### src/common/mover_defs.svh
// Width, depth and APB register offset macros for the block mover.
`ifndef MOVER_DEFS_SVH
`define MOVER_DEFS_SVH

`define MOVER_ADDR_W    12      // DRAM word address.
`define MOVER_CNT_W     6       // Word count per transfer.
`define MOVER_ANCILL_W  25      // Section ancillary tag.
`define MOVER_WORD_W    16      // Line buffer word.
`define MOVER_DRAM_W    32      // DRAM data bus.
`define LSAB_DEPTH      64      // Words per section.
`define MOVER_APB_AW    8       // APB address.
`define MOVER_APB_DW    32      // APB data.

`define REG_ADDR        8'h00   // Start word address.
`define REG_COUNT       8'h04   // Word count.
`define REG_CTRL        8'h08   // Section, bank, issue.
`define REG_STATUS      8'h0C   // Working, done, flags, sent.
`define REG_ANCILL      8'h10   // Tag of the last transfer.

`endif

### src/common/mover_pkg.sv
// Package with the block mover data types and engine state encoding.
`default_nettype none

`include "mover_defs.svh"

package mover_pkg;

	typedef logic [`MOVER_ADDR_W-1:0]   word_addr_t;  // DRAM word address.
	typedef logic [`MOVER_CNT_W-1:0]    word_cnt_t;   // Words in a transfer.
	typedef logic [1:0]                 section_t;    // LSAB section number.
	typedef logic [1:0]                 bank_sel_t;   // DRAM request code, 0 is idle.
	typedef logic [`MOVER_ANCILL_W-1:0] ancill_t;
	typedef logic [`MOVER_WORD_W-1:0]   lsab_word_t;
	typedef logic [`MOVER_DRAM_W-1:0]   dram_word_t;
	typedef logic [3:0]                 byte_en_t;    // One bit per DRAM byte lane.

	typedef enum logic [1:0]
	{
		IDLE,
		LOAD,
		MOVE,
		FINISH
	} engine_state_t;

endpackage

`default_nettype wire

### src/common/lsab_if.sv
// Interface between the LSAB sections and the transfer engine.
`timescale 1ns/10ps
`default_nettype none

interface lsab_if;
	import mover_pkg::*;

	logic       rd;         // One word consumed this cycle.
	section_t   section;    // Section the engine reads from.
	logic       empty;
	lsab_word_t word;       // Head of the selected section.
	logic       irq_flag;
	ancill_t    ancill;

	modport lsab
	(
		input  rd,
		input  section,
		output empty,
		output word,
		output irq_flag,
		output ancill
	);

	modport engine
	(
		output rd,
		output section,
		input  empty,
		input  word,
		input  irq_flag,
		input  ancill
	);

endinterface

`default_nettype wire

### src/common/done_if.sv
// Interface carrying the completion record from the engine to the status block.
`timescale 1ns/10ps
`default_nettype none

interface done_if;
	import mover_pkg::*;

	logic      done;        // One cycle, record valid.
	word_cnt_t sent;
	logic      abrupt;
	logic      irq_flag;
	ancill_t   ancill;

	modport source
	(
		output done, sent, abrupt, irq_flag, ancill
	);

	modport sink
	(
		input done, sent, abrupt, irq_flag, ancill
	);

endinterface

`default_nettype wire

### src/lsab/lsab_sections.sv
// Four section line buffer FIFOs with per-section interrupt flag and tag.
`timescale 1ns/10ps
`default_nettype none

`include "mover_defs.svh"

module lsab_sections
(
	input  wire                        CLK,
	input  wire                        RST,
	input  wire                        wr,
	input  wire mover_pkg::section_t   wr_section,
	input  wire mover_pkg::lsab_word_t wr_data,
	input  wire                        mark,
	input  wire                        mark_int,
	input  wire mover_pkg::ancill_t    mark_ancill,
	output logic                       full,
	lsab_if.lsab                       rd_port
);
	import mover_pkg::*;

	localparam int NSEC  = 2 ** $bits(section_t);
	localparam int PTR_W = $clog2(`LSAB_DEPTH);

	typedef logic [PTR_W-1:0] ptr_t;
	typedef logic [PTR_W:0]   fill_t;  // One extra bit to tell full from empty.

	lsab_word_t      mem [NSEC][`LSAB_DEPTH];
	ptr_t            wr_ptr [NSEC];
	ptr_t            rd_ptr [NSEC];
	fill_t           fill [NSEC];
	ancill_t         tag [NSEC];
	logic [NSEC-1:0] int_flag;
	logic [NSEC-1:0] push_sel;
	logic [NSEC-1:0] pop_sel;
	logic            push;
	logic            pop;

	assign full  = (fill[wr_section] == fill_t'(`LSAB_DEPTH));
	assign push  = wr && !full;             // Writes to a full section are dropped.
	assign pop   = rd_port.rd && !rd_port.empty;

	// Selected section seen by the engine.
	assign rd_port.empty    = (fill[rd_port.section] == '0);
	assign rd_port.word     = mem[rd_port.section][rd_ptr[rd_port.section]];
	assign rd_port.irq_flag = int_flag[rd_port.section];
	assign rd_port.ancill   = tag[rd_port.section];

	always_comb
	begin
		push_sel = '0;
		pop_sel  = '0;
		push_sel[wr_section]      = push;
		pop_sel[rd_port.section]  = pop;
	end

	//////////////////////////////
	// Storage.
	always_ff @(posedge CLK)
	begin
		if (push)
			mem[wr_section][wr_ptr[wr_section]] <= wr_data;
		if (mark)
			tag[wr_section] <= mark_ancill;
	end

	//////////////////////////////
	// Pointers, fill levels, flags.
	always_ff @(posedge CLK)
	begin
		if (!RST)
		begin
			int_flag <= '0;
			for (int i = 0; i < NSEC; i++)
			begin
				wr_ptr[i] <= '0;
				rd_ptr[i] <= '0;
				fill[i]   <= '0;
			end
		end
		else
		begin
			for (int i = 0; i < NSEC; i++)
			begin
				if (push_sel[i])
					wr_ptr[i] <= wr_ptr[i] + 1'b1;   // Wraps at depth.
				if (pop_sel[i])
					rd_ptr[i] <= rd_ptr[i] + 1'b1;
				if (push_sel[i] && !pop_sel[i])
					fill[i] <= fill[i] + 1'b1;
				else if (pop_sel[i] && !push_sel[i])
					fill[i] <= fill[i] - 1'b1;
				if (mark && (wr_section == section_t'(i)))
					int_flag[i] <= mark_int;
			end
		end
	end

endmodule

`default_nettype wire

### src/mover/mover_regs.sv
// APB register file of the block mover with issue and clear pulses.
`timescale 1ns/10ps
`default_nettype none

`include "mover_defs.svh"

module mover_regs
(
	input  wire                        CLK,
	input  wire                        RST,
	input  wire [`MOVER_APB_AW-1:0]    paddr,
	input  wire                        psel,
	input  wire                        penable,
	input  wire                        pwrite,
	input  wire [`MOVER_APB_DW-1:0]    pwdata,
	output logic [`MOVER_APB_DW-1:0]   prdata,
	output logic                       pready,
	output logic                       pslverr,
	output mover_pkg::word_addr_t      start_addr,
	output mover_pkg::word_cnt_t       count,
	output mover_pkg::section_t        section,
	output mover_pkg::bank_sel_t       bank_sel,
	output logic                       issue,
	input  wire                        busy,
	input  wire                        done,
	input  wire                        irq_flag,
	input  wire                        abrupt,
	input  wire mover_pkg::word_cnt_t  sent,
	input  wire mover_pkg::ancill_t    ancill,
	output logic                       clear_done
);
	logic access;
	logic mapped;
	logic issue_req;
	logic wr_acc;

	assign access    = psel && penable;     // Access phase, never stretched.
	assign pready    = 1'b1;
	assign mapped    = (paddr == `REG_ADDR) || (paddr == `REG_COUNT) ||
		(paddr == `REG_CTRL) || (paddr == `REG_STATUS) || (paddr == `REG_ANCILL);
	assign issue_req = access && pwrite && (paddr == `REG_CTRL) && pwdata[4];
	assign pslverr   = access && (!mapped || (issue_req && busy));
	assign wr_acc    = access && pwrite && !pslverr;  // Rejected writes store nothing.

	always_ff @(posedge CLK)
	begin
		if (!RST)
		begin
			start_addr <= '0;
			count      <= '0;
			section    <= '0;
			bank_sel   <= '0;
			issue      <= 1'b0;
			clear_done <= 1'b0;
		end
		else
		begin
			issue      <= wr_acc && issue_req;
			clear_done <= wr_acc && (paddr == `REG_STATUS) && pwdata[1];
			if (wr_acc)
				case (paddr)
					`REG_ADDR:  start_addr <= pwdata[`MOVER_ADDR_W-1:0];
					`REG_COUNT: count      <= pwdata[`MOVER_CNT_W-1:0];
					`REG_CTRL:
					begin
						section  <= pwdata[1:0];
						bank_sel <= pwdata[3:2];
					end
					default: ;
				endcase
		end
	end

	// Read mux.
	always_comb
	begin
		prdata = '0;
		if (access && !pwrite)
			case (paddr)
				`REG_ADDR:   prdata[`MOVER_ADDR_W-1:0]   = start_addr;
				`REG_COUNT:  prdata[`MOVER_CNT_W-1:0]    = count;
				`REG_CTRL:   prdata[3:0]                 = {bank_sel, section};
				`REG_STATUS:
				begin
					prdata[3:0]               = {abrupt, irq_flag, done, busy};
					prdata[8 +: `MOVER_CNT_W] = sent;
				end
				`REG_ANCILL: prdata[`MOVER_ANCILL_W-1:0] = ancill;
				default:     prdata = '0;
			endcase
	end

endmodule

`default_nettype wire

### src/mover/mover_engine.sv
// Transfer engine that pairs LSAB words into 32-bit DRAM write commands.
`timescale 1ns/10ps
`default_nettype none

module mover_engine
(
	input  wire                        CLK,
	input  wire                        RST,
	input  wire mover_pkg::word_addr_t start_addr,
	input  wire mover_pkg::word_cnt_t  count,
	input  wire mover_pkg::section_t   section,
	input  wire mover_pkg::bank_sel_t  bank_sel,
	input  wire                        issue,
	output logic                       busy,
	lsab_if.engine                     buff,
	done_if.source                     fin,
	output mover_pkg::bank_sel_t       dram_req,
	output mover_pkg::word_addr_t      dram_addr,
	output mover_pkg::dram_word_t      dram_data,
	output mover_pkg::byte_en_t        dram_be
);
	import mover_pkg::*;

	engine_state_t state;
	engine_state_t state_nxt;
	word_addr_t    cur_addr;    // Address of the next word read.
	word_cnt_t     left;        // Words still to move.
	word_cnt_t     job_cnt;
	section_t      job_section;
	bank_sel_t     job_bank;
	lsab_word_t    pend_word;   // Even word waiting for its odd partner.
	logic          have_pend;
	logic          take;
	logic          flush;

	assign take  = (state == MOVE) && (left != '0) && !buff.empty;
	assign flush = (state == FINISH) && have_pend;
	assign busy  = (state != IDLE);

	assign buff.rd      = take;
	assign buff.section = job_section;

	// Completion record, valid while in FINISH.
	assign fin.done     = (state == FINISH);
	assign fin.sent     = job_cnt - left;
	assign fin.abrupt   = (left != '0);
	assign fin.irq_flag = buff.irq_flag;
	assign fin.ancill   = buff.ancill;

	always_comb
	begin
		state_nxt = state;
		case (state)
			IDLE:
				if (issue)
					state_nxt = LOAD;
			LOAD:   state_nxt = MOVE;
			MOVE:
				if (!take)
					state_nxt = FINISH;  // Count done or section ran dry.
			FINISH: state_nxt = IDLE;
			default: state_nxt = IDLE;
		endcase
	end

	//////////////////////////////
	// Control.
	always_ff @(posedge CLK)
	begin
		if (!RST)
		begin
			state       <= IDLE;
			have_pend   <= 1'b0;
			job_section <= '0;
			dram_req    <= '0;
			dram_be     <= '0;
		end
		else
		begin
			state    <= state_nxt;
			dram_req <= '0;     // One cycle per command.
			dram_be  <= '0;
			if (state == LOAD)
			begin
				have_pend   <= 1'b0;
				job_section <= section;
			end
			if (take)
			begin
				if (!cur_addr[0])
					have_pend <= 1'b1;
				else
				begin
					have_pend <= 1'b0;
					dram_req  <= job_bank;
					dram_be   <= {have_pend, have_pend, 2'b11};
				end
			end
			if (flush)
			begin
				have_pend <= 1'b0;
				dram_req  <= job_bank;
				dram_be   <= 4'b1100;
			end
		end
	end

	//////////////////////////////
	// Job and data path.
	always_ff @(posedge CLK)
	begin
		if (state == LOAD)
		begin
			cur_addr <= start_addr;
			left     <= count;
			job_cnt  <= count;
			job_bank <= bank_sel;
		end
		if (take)
		begin
			cur_addr <= cur_addr + 1'b1;
			left     <= left - 1'b1;
			if (!cur_addr[0])
				pend_word <= buff.word;
			else
			begin
				dram_data <= {(have_pend ? pend_word : lsab_word_t'(0)), buff.word};
				dram_addr <= cur_addr & ~word_addr_t'(1);
			end
		end
		if (flush)
		begin
			dram_data <= {pend_word, lsab_word_t'(0)};
			dram_addr <= cur_addr & ~word_addr_t'(1);  // Pair base of the lone word.
		end
	end

endmodule

`default_nettype wire

### src/mover/mover_status.sv
// Completion status block with sticky done, interrupt and last record.
`timescale 1ns/10ps
`default_nettype none

module mover_status
(
	input  wire                  CLK,
	input  wire                  RST,
	done_if.sink                 fin,
	input  wire                  clear_done,
	output logic                 done,
	output logic                 irq_flag,
	output logic                 abrupt,
	output mover_pkg::word_cnt_t sent,
	output mover_pkg::ancill_t   ancill,
	output logic                 irq
);
	assign irq = done;  // Interrupt follows the sticky done bit.

	always_ff @(posedge CLK)
	begin
		if (!RST)
		begin
			done     <= 1'b0;
			irq_flag <= 1'b0;
			abrupt   <= 1'b0;
			sent     <= '0;
		end
		else if (fin.done)
		begin
			done     <= 1'b1;   // A new record wins over a clear.
			irq_flag <= fin.irq_flag;
			abrupt   <= fin.abrupt;
			sent     <= fin.sent;
		end
		else if (clear_done)
			done <= 1'b0;
	end

	// Tag of the last transfer.
	always_ff @(posedge CLK)
	begin
		if (fin.done)
			ancill <= fin.ancill;
	end

endmodule

`default_nettype wire

### src/logic/block_mover_top.sv
// Block mover top level joining the LSAB, registers, engine and status.
`timescale 1ns/10ps
`default_nettype none

`include "mover_defs.svh"

module block_mover_top
(
	input  wire                        CLK,
	input  wire                        RST,
	input  wire [`MOVER_APB_AW-1:0]    paddr,
	input  wire                        psel,
	input  wire                        penable,
	input  wire                        pwrite,
	input  wire [`MOVER_APB_DW-1:0]    pwdata,
	output logic [`MOVER_APB_DW-1:0]   prdata,
	output logic                       pready,
	output logic                       pslverr,
	input  wire                        lsab_wr,
	input  wire mover_pkg::section_t   lsab_wr_section,
	input  wire mover_pkg::lsab_word_t lsab_wr_data,
	input  wire                        lsab_mark,
	input  wire                        lsab_mark_int,
	input  wire mover_pkg::ancill_t    lsab_mark_ancill,
	output logic                       lsab_full,
	output mover_pkg::bank_sel_t       dram_req,
	output mover_pkg::word_addr_t      dram_addr,
	output mover_pkg::dram_word_t      dram_data,
	output mover_pkg::byte_en_t        dram_be,
	output logic                       irq
);
	import mover_pkg::*;

	word_addr_t start_addr;
	word_cnt_t  count;
	section_t   section;
	bank_sel_t  bank_sel;
	logic       issue;
	logic       busy;
	logic       done;
	logic       irq_flag;
	logic       abrupt;
	word_cnt_t  sent;
	ancill_t    ancill;
	logic       clear_done;

	lsab_if lsab_bus ();
	done_if done_bus ();

	lsab_sections u_lsab (.CLK, .RST, .wr(lsab_wr), .wr_section(lsab_wr_section),
		.wr_data(lsab_wr_data), .mark(lsab_mark), .mark_int(lsab_mark_int),
		.mark_ancill(lsab_mark_ancill), .full(lsab_full), .rd_port(lsab_bus));

	mover_regs u_regs (.CLK, .RST, .paddr, .psel, .penable, .pwrite, .pwdata,
		.prdata, .pready, .pslverr, .start_addr, .count, .section, .bank_sel,
		.issue, .busy, .done, .irq_flag, .abrupt, .sent, .ancill, .clear_done);

	mover_engine u_engine (.CLK, .RST, .start_addr, .count, .section, .bank_sel,
		.issue, .busy, .buff(lsab_bus), .fin(done_bus), .dram_req, .dram_addr,
		.dram_data, .dram_be);

	mover_status u_status (.CLK, .RST, .fin(done_bus), .clear_done, .done,
		.irq_flag, .abrupt, .sent, .ancill, .irq);

endmodule

`default_nettype wire

### config.mk
export PLATFORM = sky130hd
export DESIGN_NAME = block_mover_top
export DESIGN_NICKNAME = d
export VERILOG_FILES = /design/src/common/mover_pkg.sv /design/src/common/lsab_if.sv /design/src/common/done_if.sv /design/src/lsab/lsab_sections.sv /design/src/mover/mover_regs.sv /design/src/mover/mover_engine.sv /design/src/mover/mover_status.sv /design/src/logic/block_mover_top.sv
export VERILOG_INCLUDE_DIRS = /design/src /design/src/common
export SDC_FILE = /design/constraint.sdc
export NUM_CORES = 2
export LEC_CHECK = 0
export BUFFER_PORTS_ARGS = -buffer_cell sky130_fd_sc_hd__buf_4
export CORE_MARGIN = 5
export CORE_UTILIZATION = 59
export CTS_BUF_LIST = sky130_fd_sc_hd__clkbuf_8
export CTS_CLUSTER_DIAMETER = 50
export DETAILED_ROUTE_END_ITERATION = 10
export PLACE_DENSITY = 0.76
export SYNTH_ARGS = -nofsm -noshare
export SYNTH_HDL_FRONTEND = slang
export SYNTH_MEMORY_MAX_BITS = 65536
export SYNTH_SLANG_ARGS = --single-unit
### constraint.sdc
create_clock -name CLK -period 3.85 [get_ports CLK]
set_clock_uncertainty 0.1 [all_clocks]
set_input_delay 0.385 -clock CLK [delete_from_list [all_inputs] [get_ports CLK]]
set_output_delay 0.385 -clock CLK [all_outputs]
set_load 0.02 [all_outputs]
; Word level (Yosys, flattened, before mapping)
; Memories as Yosys holds them, arrays and structs flattened. A register that Yosys moved wholly into a read port is not among the register bits.
; Cells that the tools add are included.
[classes]
n_addsub = 19
multipliers = 0
div_mod_pow = 0
order_cmp = 7
n_eq_ne = 13
shift = 0
n_mux = 122
n_bitwise = 23
reduce_logical = 68
[op_table]
columns = cell, n
row1 = $mux 1024, 1
row2 = $bmux 16 s6, 1
row3 = $demux 16 s6, 1
row4 = $mux 32, 3
row5 = $mux 1, 64
row6 = $mux 16, 4
row7 = $mux 12, 5
row8 = $mux 6, 10
row9 = $mux 7, 8
row10 = $add 6x1->6 const B, 8
row11 = $logic_and 1x1->1, 31
row12 = $add 7x1->7 const B, 4
row13 = $sub 7x1->7 const B, 4
row14 = $mux 25, 1
row15 = $mux 2, 11
row16 = $pmux 4 s5, 1
row17 = $eq 8x4->1 const B, 2
row18 = $or 1x1->1, 16
row19 = $ge 7x7->1 const B, 2
row20 = $not 6->7, 2
row21 = $reduce_and 2->1, 7
row22 = $logic_not 1->1, 13
row23 = $add 12x1->12 const B, 1
row24 = $mux 4, 3
row25 = 28 further kinds, 49
[word_totals]
register_bits = 133
latch_bits = 0
mem_bits_rw = 4272
romBits = 0
input_bits = 91
out_inout_bits = 86
wordCells = 285
mem_count = 5
[mem_list]
columns = memory, words, word_bits, read_ports, rd_ports_with_merged_regs, write_ports, line
row1 = u_lsab.mem, 4, 1024, 1, 1, 1, lsab_sections.sv:28  ; lsab_word_t mem [NSEC][`LSAB_DEPTH];
row2 = u_lsab.tag, 4, 25, 1, 1, 1, lsab_sections.sv:32  ; ancill_t tag [NSEC];
row3 = u_lsab.fill, 4, 7, 6, 1, 4, lsab_sections.sv:31  ; fill_t fill [NSEC];
row4 = u_lsab.rd_ptr, 4, 6, 5, 1, 4, lsab_sections.sv:30  ; ptr_t rd_ptr [NSEC];
row5 = u_lsab.wr_ptr, 4, 6, 5, 0, 4, lsab_sections.sv:29  ; ptr_t wr_ptr [NSEC];

; Logic depth before layout (Yosys ltp)
[logic_depth]
ltp_word = 12
ltp_mapped = 18
mapped_depth_nobuf = 17

; Hierarchy
; From an unflattened synthesis, not the netlist that was laid out.
[unflattened]
hier_cells = 8472
area_unflattened_um2 = 173371.3
[modules_own_cells]
columns = mod, n_inst, cells_per_inst, area_per_inst_um2
row1 = lsab_sections, 1, 7871, 166588.5
row2 = mover_engine, 1, 342, 4093.9
row3 = mover_regs, 1, 205, 1595.3
row4 = mover_status, 1, 54, 1093.5

; Worst setup path after synthesis
; OpenSTA, ideal clock, no wires.
[synth_path]
path_type = register to register
start = memory u_lsab.fill[3][3] (netlist name)
end = memory u_lsab.fill[1][6] (netlist name) (data pin)
setup_time_ns = 0.147
t_arrival_ns = 3.781
required_ns = 3.603
path_slack_ns = -0.178
stages_incl_launch_ff = 18
period_less_slack_ns = 4.028
cell_sequence = edfxtp_1 > clkbuf_1 > nor4_2 > nand3_1 > mux4_2 > and2_1 > clkbuf_1 > nand4_1 > nand2b_1 > inv_1 > ha_1 > nor2b_1 > o21ai_0 > a21oi_1 > o21a_1 > or3_1 > a21bo_2 > a21oi_1
[synth_rtl]
columns = element, line
row1 = from (decl), lsab_sections.sv:31

==> qor.csv <==
metric,value,unit
maxSlewViolCount,0,
max_slew_margin,21.70,%
io_buffers,147,
ys_types,73,
antenna_found_initial,23,
drt-total-wl,427.8,mm
ys_top_cells_by_count,"edfxtp_1, mux4_2, mux2i_1",
dpl_cell_area,0.1835,mm²
synth-seq-cells,4430,
finalNetCount,9391,
start_util,59.31,%
htreeDepth,6,
ir_drop,443.4,µV
slowest_delay,0.72,ns
worstMarginPinSlew,1.174,ns
clkSinkCount,4430,
critPathCaptureType,register,
synthTopCellsByArea,"edfxtp_1, mux4_2, mux2i_1",
grt_overflow,0,
grt_pass1_wl,617.0,mm
crit_arrival,4.73,ns
dr.pass1.iters,7,
cp.depth,10,
syn-cell-area,0.1728,mm²
die_h,551.2,µm
sw_frac_of_total,22.74,%
vias,88650,
die-area,0.3038,mm²
drtIter0Drc,11800,
worstPathMaxFanout,83,
cts_made_buffers,675,
io_pins,177,
final_core_util,67.99,%
fin_ws,-0.04732,ns
final-hold-violation-count,0,
run_status,finished with violations,
crit_type,register to register,
cts-root-buf,clkbuf_8,
postRouteAntennaNets,0,
timing.final.crit_share,101.2,%
fin_crit,3.897,ns
clk_latency,1.26,ns
reg2reg_depth,10,
leakagePower,63.48,nW
syn_to_final_growth,14.63,%
vias_per_cell,6.466,
combPwrFrac,4.0,%
wl_per_cell,31.20,µm
powerDensity,475.9,mW/mm²
synth-async-reset-ratio,0,%
num_rows,198,
synth-seq-area-share,76.61,%
cp_top_family,multiplexers,
synth_top_cell_by_area,edfxtp_1,
clockBufferDepth,4,
finalPower,94.26,mW
grtUsageTotal,28.03,%
synth_most_common_cell,edfxtp_1,
maxCapViolations,0,
path_buf_inv,3,
synth_top_cell_area_share,75.87,%
tritoncts,built,
post-dp-hpwl,255.2,mm
clk_pin_slew,0.06,ns
drc,0,
failed_checks,setup timing,
cp.required,4.68,ns
whs_path_depth,2,
grt_pass1_vias,89590,
final-setup-viol-count,2,
die_w,551.2,µm
startpoint_type,register,
place.gp.congestion,0.9002,
fmax,0.2566,GHz
synth-edff-count,4366,
netlist_instances,8035,
synth_flop_cell,edfxtp_1,
net-switching-power,21.43,mW
stdcell_area,0.1981,mm²
p_int,72.83,mW
pwr-share-clk,39.0,%
yosysWarningCount,0,
rsz0062_at_grt,yes,
synth.avg_cell_area,21.51,µm²
seq_power_share,56.9,%
drive_above_1_share,28.83,%
setup_tns,-0.05879,ns
dp_slack,-0.8342,ns
grt_max_degree,136,
core_area,0.2913,mm²
worst_path_max_delay_cell,mux4_4,
cp_cell_sequence,"mux4_4, buf_12, buf_12, mux2i_1, buf_4, mux2i_1, a22oi_1, nand4_1, nand2_1, nor2_1",
hp-class,input port to register,
registers in the layout, indices dropped and copies added, names as in the netlist, 4 cells and up, named ones only:
signal              flops
u_engine.cur_addr      12
u_engine.dram_addr     11
u_engine.dram_data     32
u_engine.job_cnt        6
u_engine.left           6
u_engine.pend_word     16
u_lsab.fill            28
u_lsab.int_flag         4
u_lsab.mem           4096
u_lsab.rd_ptr          24
u_lsab.tag            100
u_lsab.wr_ptr          24
u_regs.count            6
u_regs.start_addr      12
u_status.ancill        25
u_status.sent           6
power groups by stage:
stage,Sequential [mW],Combinational (mW),Clock (mW)
after floorplan,54.6,1.35,0
after global placement,54.6,3.49,0
after detailed placement,54.6,3.61,0
after CTS,53.6,3.74,37.3
after global routing,53.6,3.95,39.7
final,53.6,3.82,36.8
cell usage in the layout (no fill, tap or decap), drive strengths merged, types with 10 or more instances in the layout:
cell         count
nor3            17
a22oi          116
o21a            13
a32oi           14
nand4           12
clkbuf         693
buf            849
a31oi           22
o21ai           36
mux2            21
a22o            18
clkinv         253
mux4          1032
o22ai           59
o211ai          11
xor2            29
bufinv          20
nand2          162
ha              37
and2            31
nand2b          10
edfxtp        4366
xnor2           30
mux2i          659
a211oi          20
nor2b           37
and3            31
dfxtp           64
dlygate4sd3    122
a221oi          24
a21oi           87
nand3           58
inv            298
nor2           449
through the flow:
step	instances	hold slack [ns]
2_1_floorplan	8042	0.3260
3_3_place_gp	12350	0.3441
3_5_place_dp	12350	0.3566
4_1_cts	13690	0.006425
5_1_grt	13710	0.09300
6_report	13710	0.1127
logic make-up after synthesis:
group | count (synthesis) | synth area share [%]
compound gates | 462 | 1.847
xor+xnor | 59 | 0.2990
fa+ha+maj | 41 | 0.3143
buf+inv | 483 | 1.359
flops | 4430 | 76.61
mux | 1712 | 17.40
other cells | 2 | 0.004346
simple gates | 846 | 2.158
path summary, 6_finish.rpt:
kind / start / end / slack (ns)
max: register / u_engine.pend_word[12] / -0.05
min: lsab_wr_data[9] / u_lsab.mem[3][697] / 0.11
max reg2reg: register / u_engine.pend_word[12] / -0.05
min reg2reg: u_regs.bank_sel[1] / u_engine.job_bank[1] / 0.37
routing by layer:
metal  share of wire [%]  global-route usage (%)
met1                  36                   38.80
met3                  10                   5.931
met2                  48                   44.23
met4                 4.8                   11.84
met5               0.015                       0
area by class of cell:
cell class                      count  area, µm²
Sequential cell                  4430     132400
Fill cell                       17470      93260
Multi-Input combinational cell   3129      38410
Timing Repair Buffer              978       9469
Clock buffer                      687       9455
Tap cell                         3900       4880
Clock inverter                    532       3273
Inverter                           45      168.9
Antenna cell                        9      22.52
what timing repair did:
item	4_1_cts	5_1_grt
hold buffers	123	0
hold endpoints to repair	3962	0
endpoints found under the setup margin	19	31
pin swaps	4	18
buffers inserted	6	3
resized for setup	28	50
cloned	1	4
No activity file was read; power rests on OpenSTA's default activity.
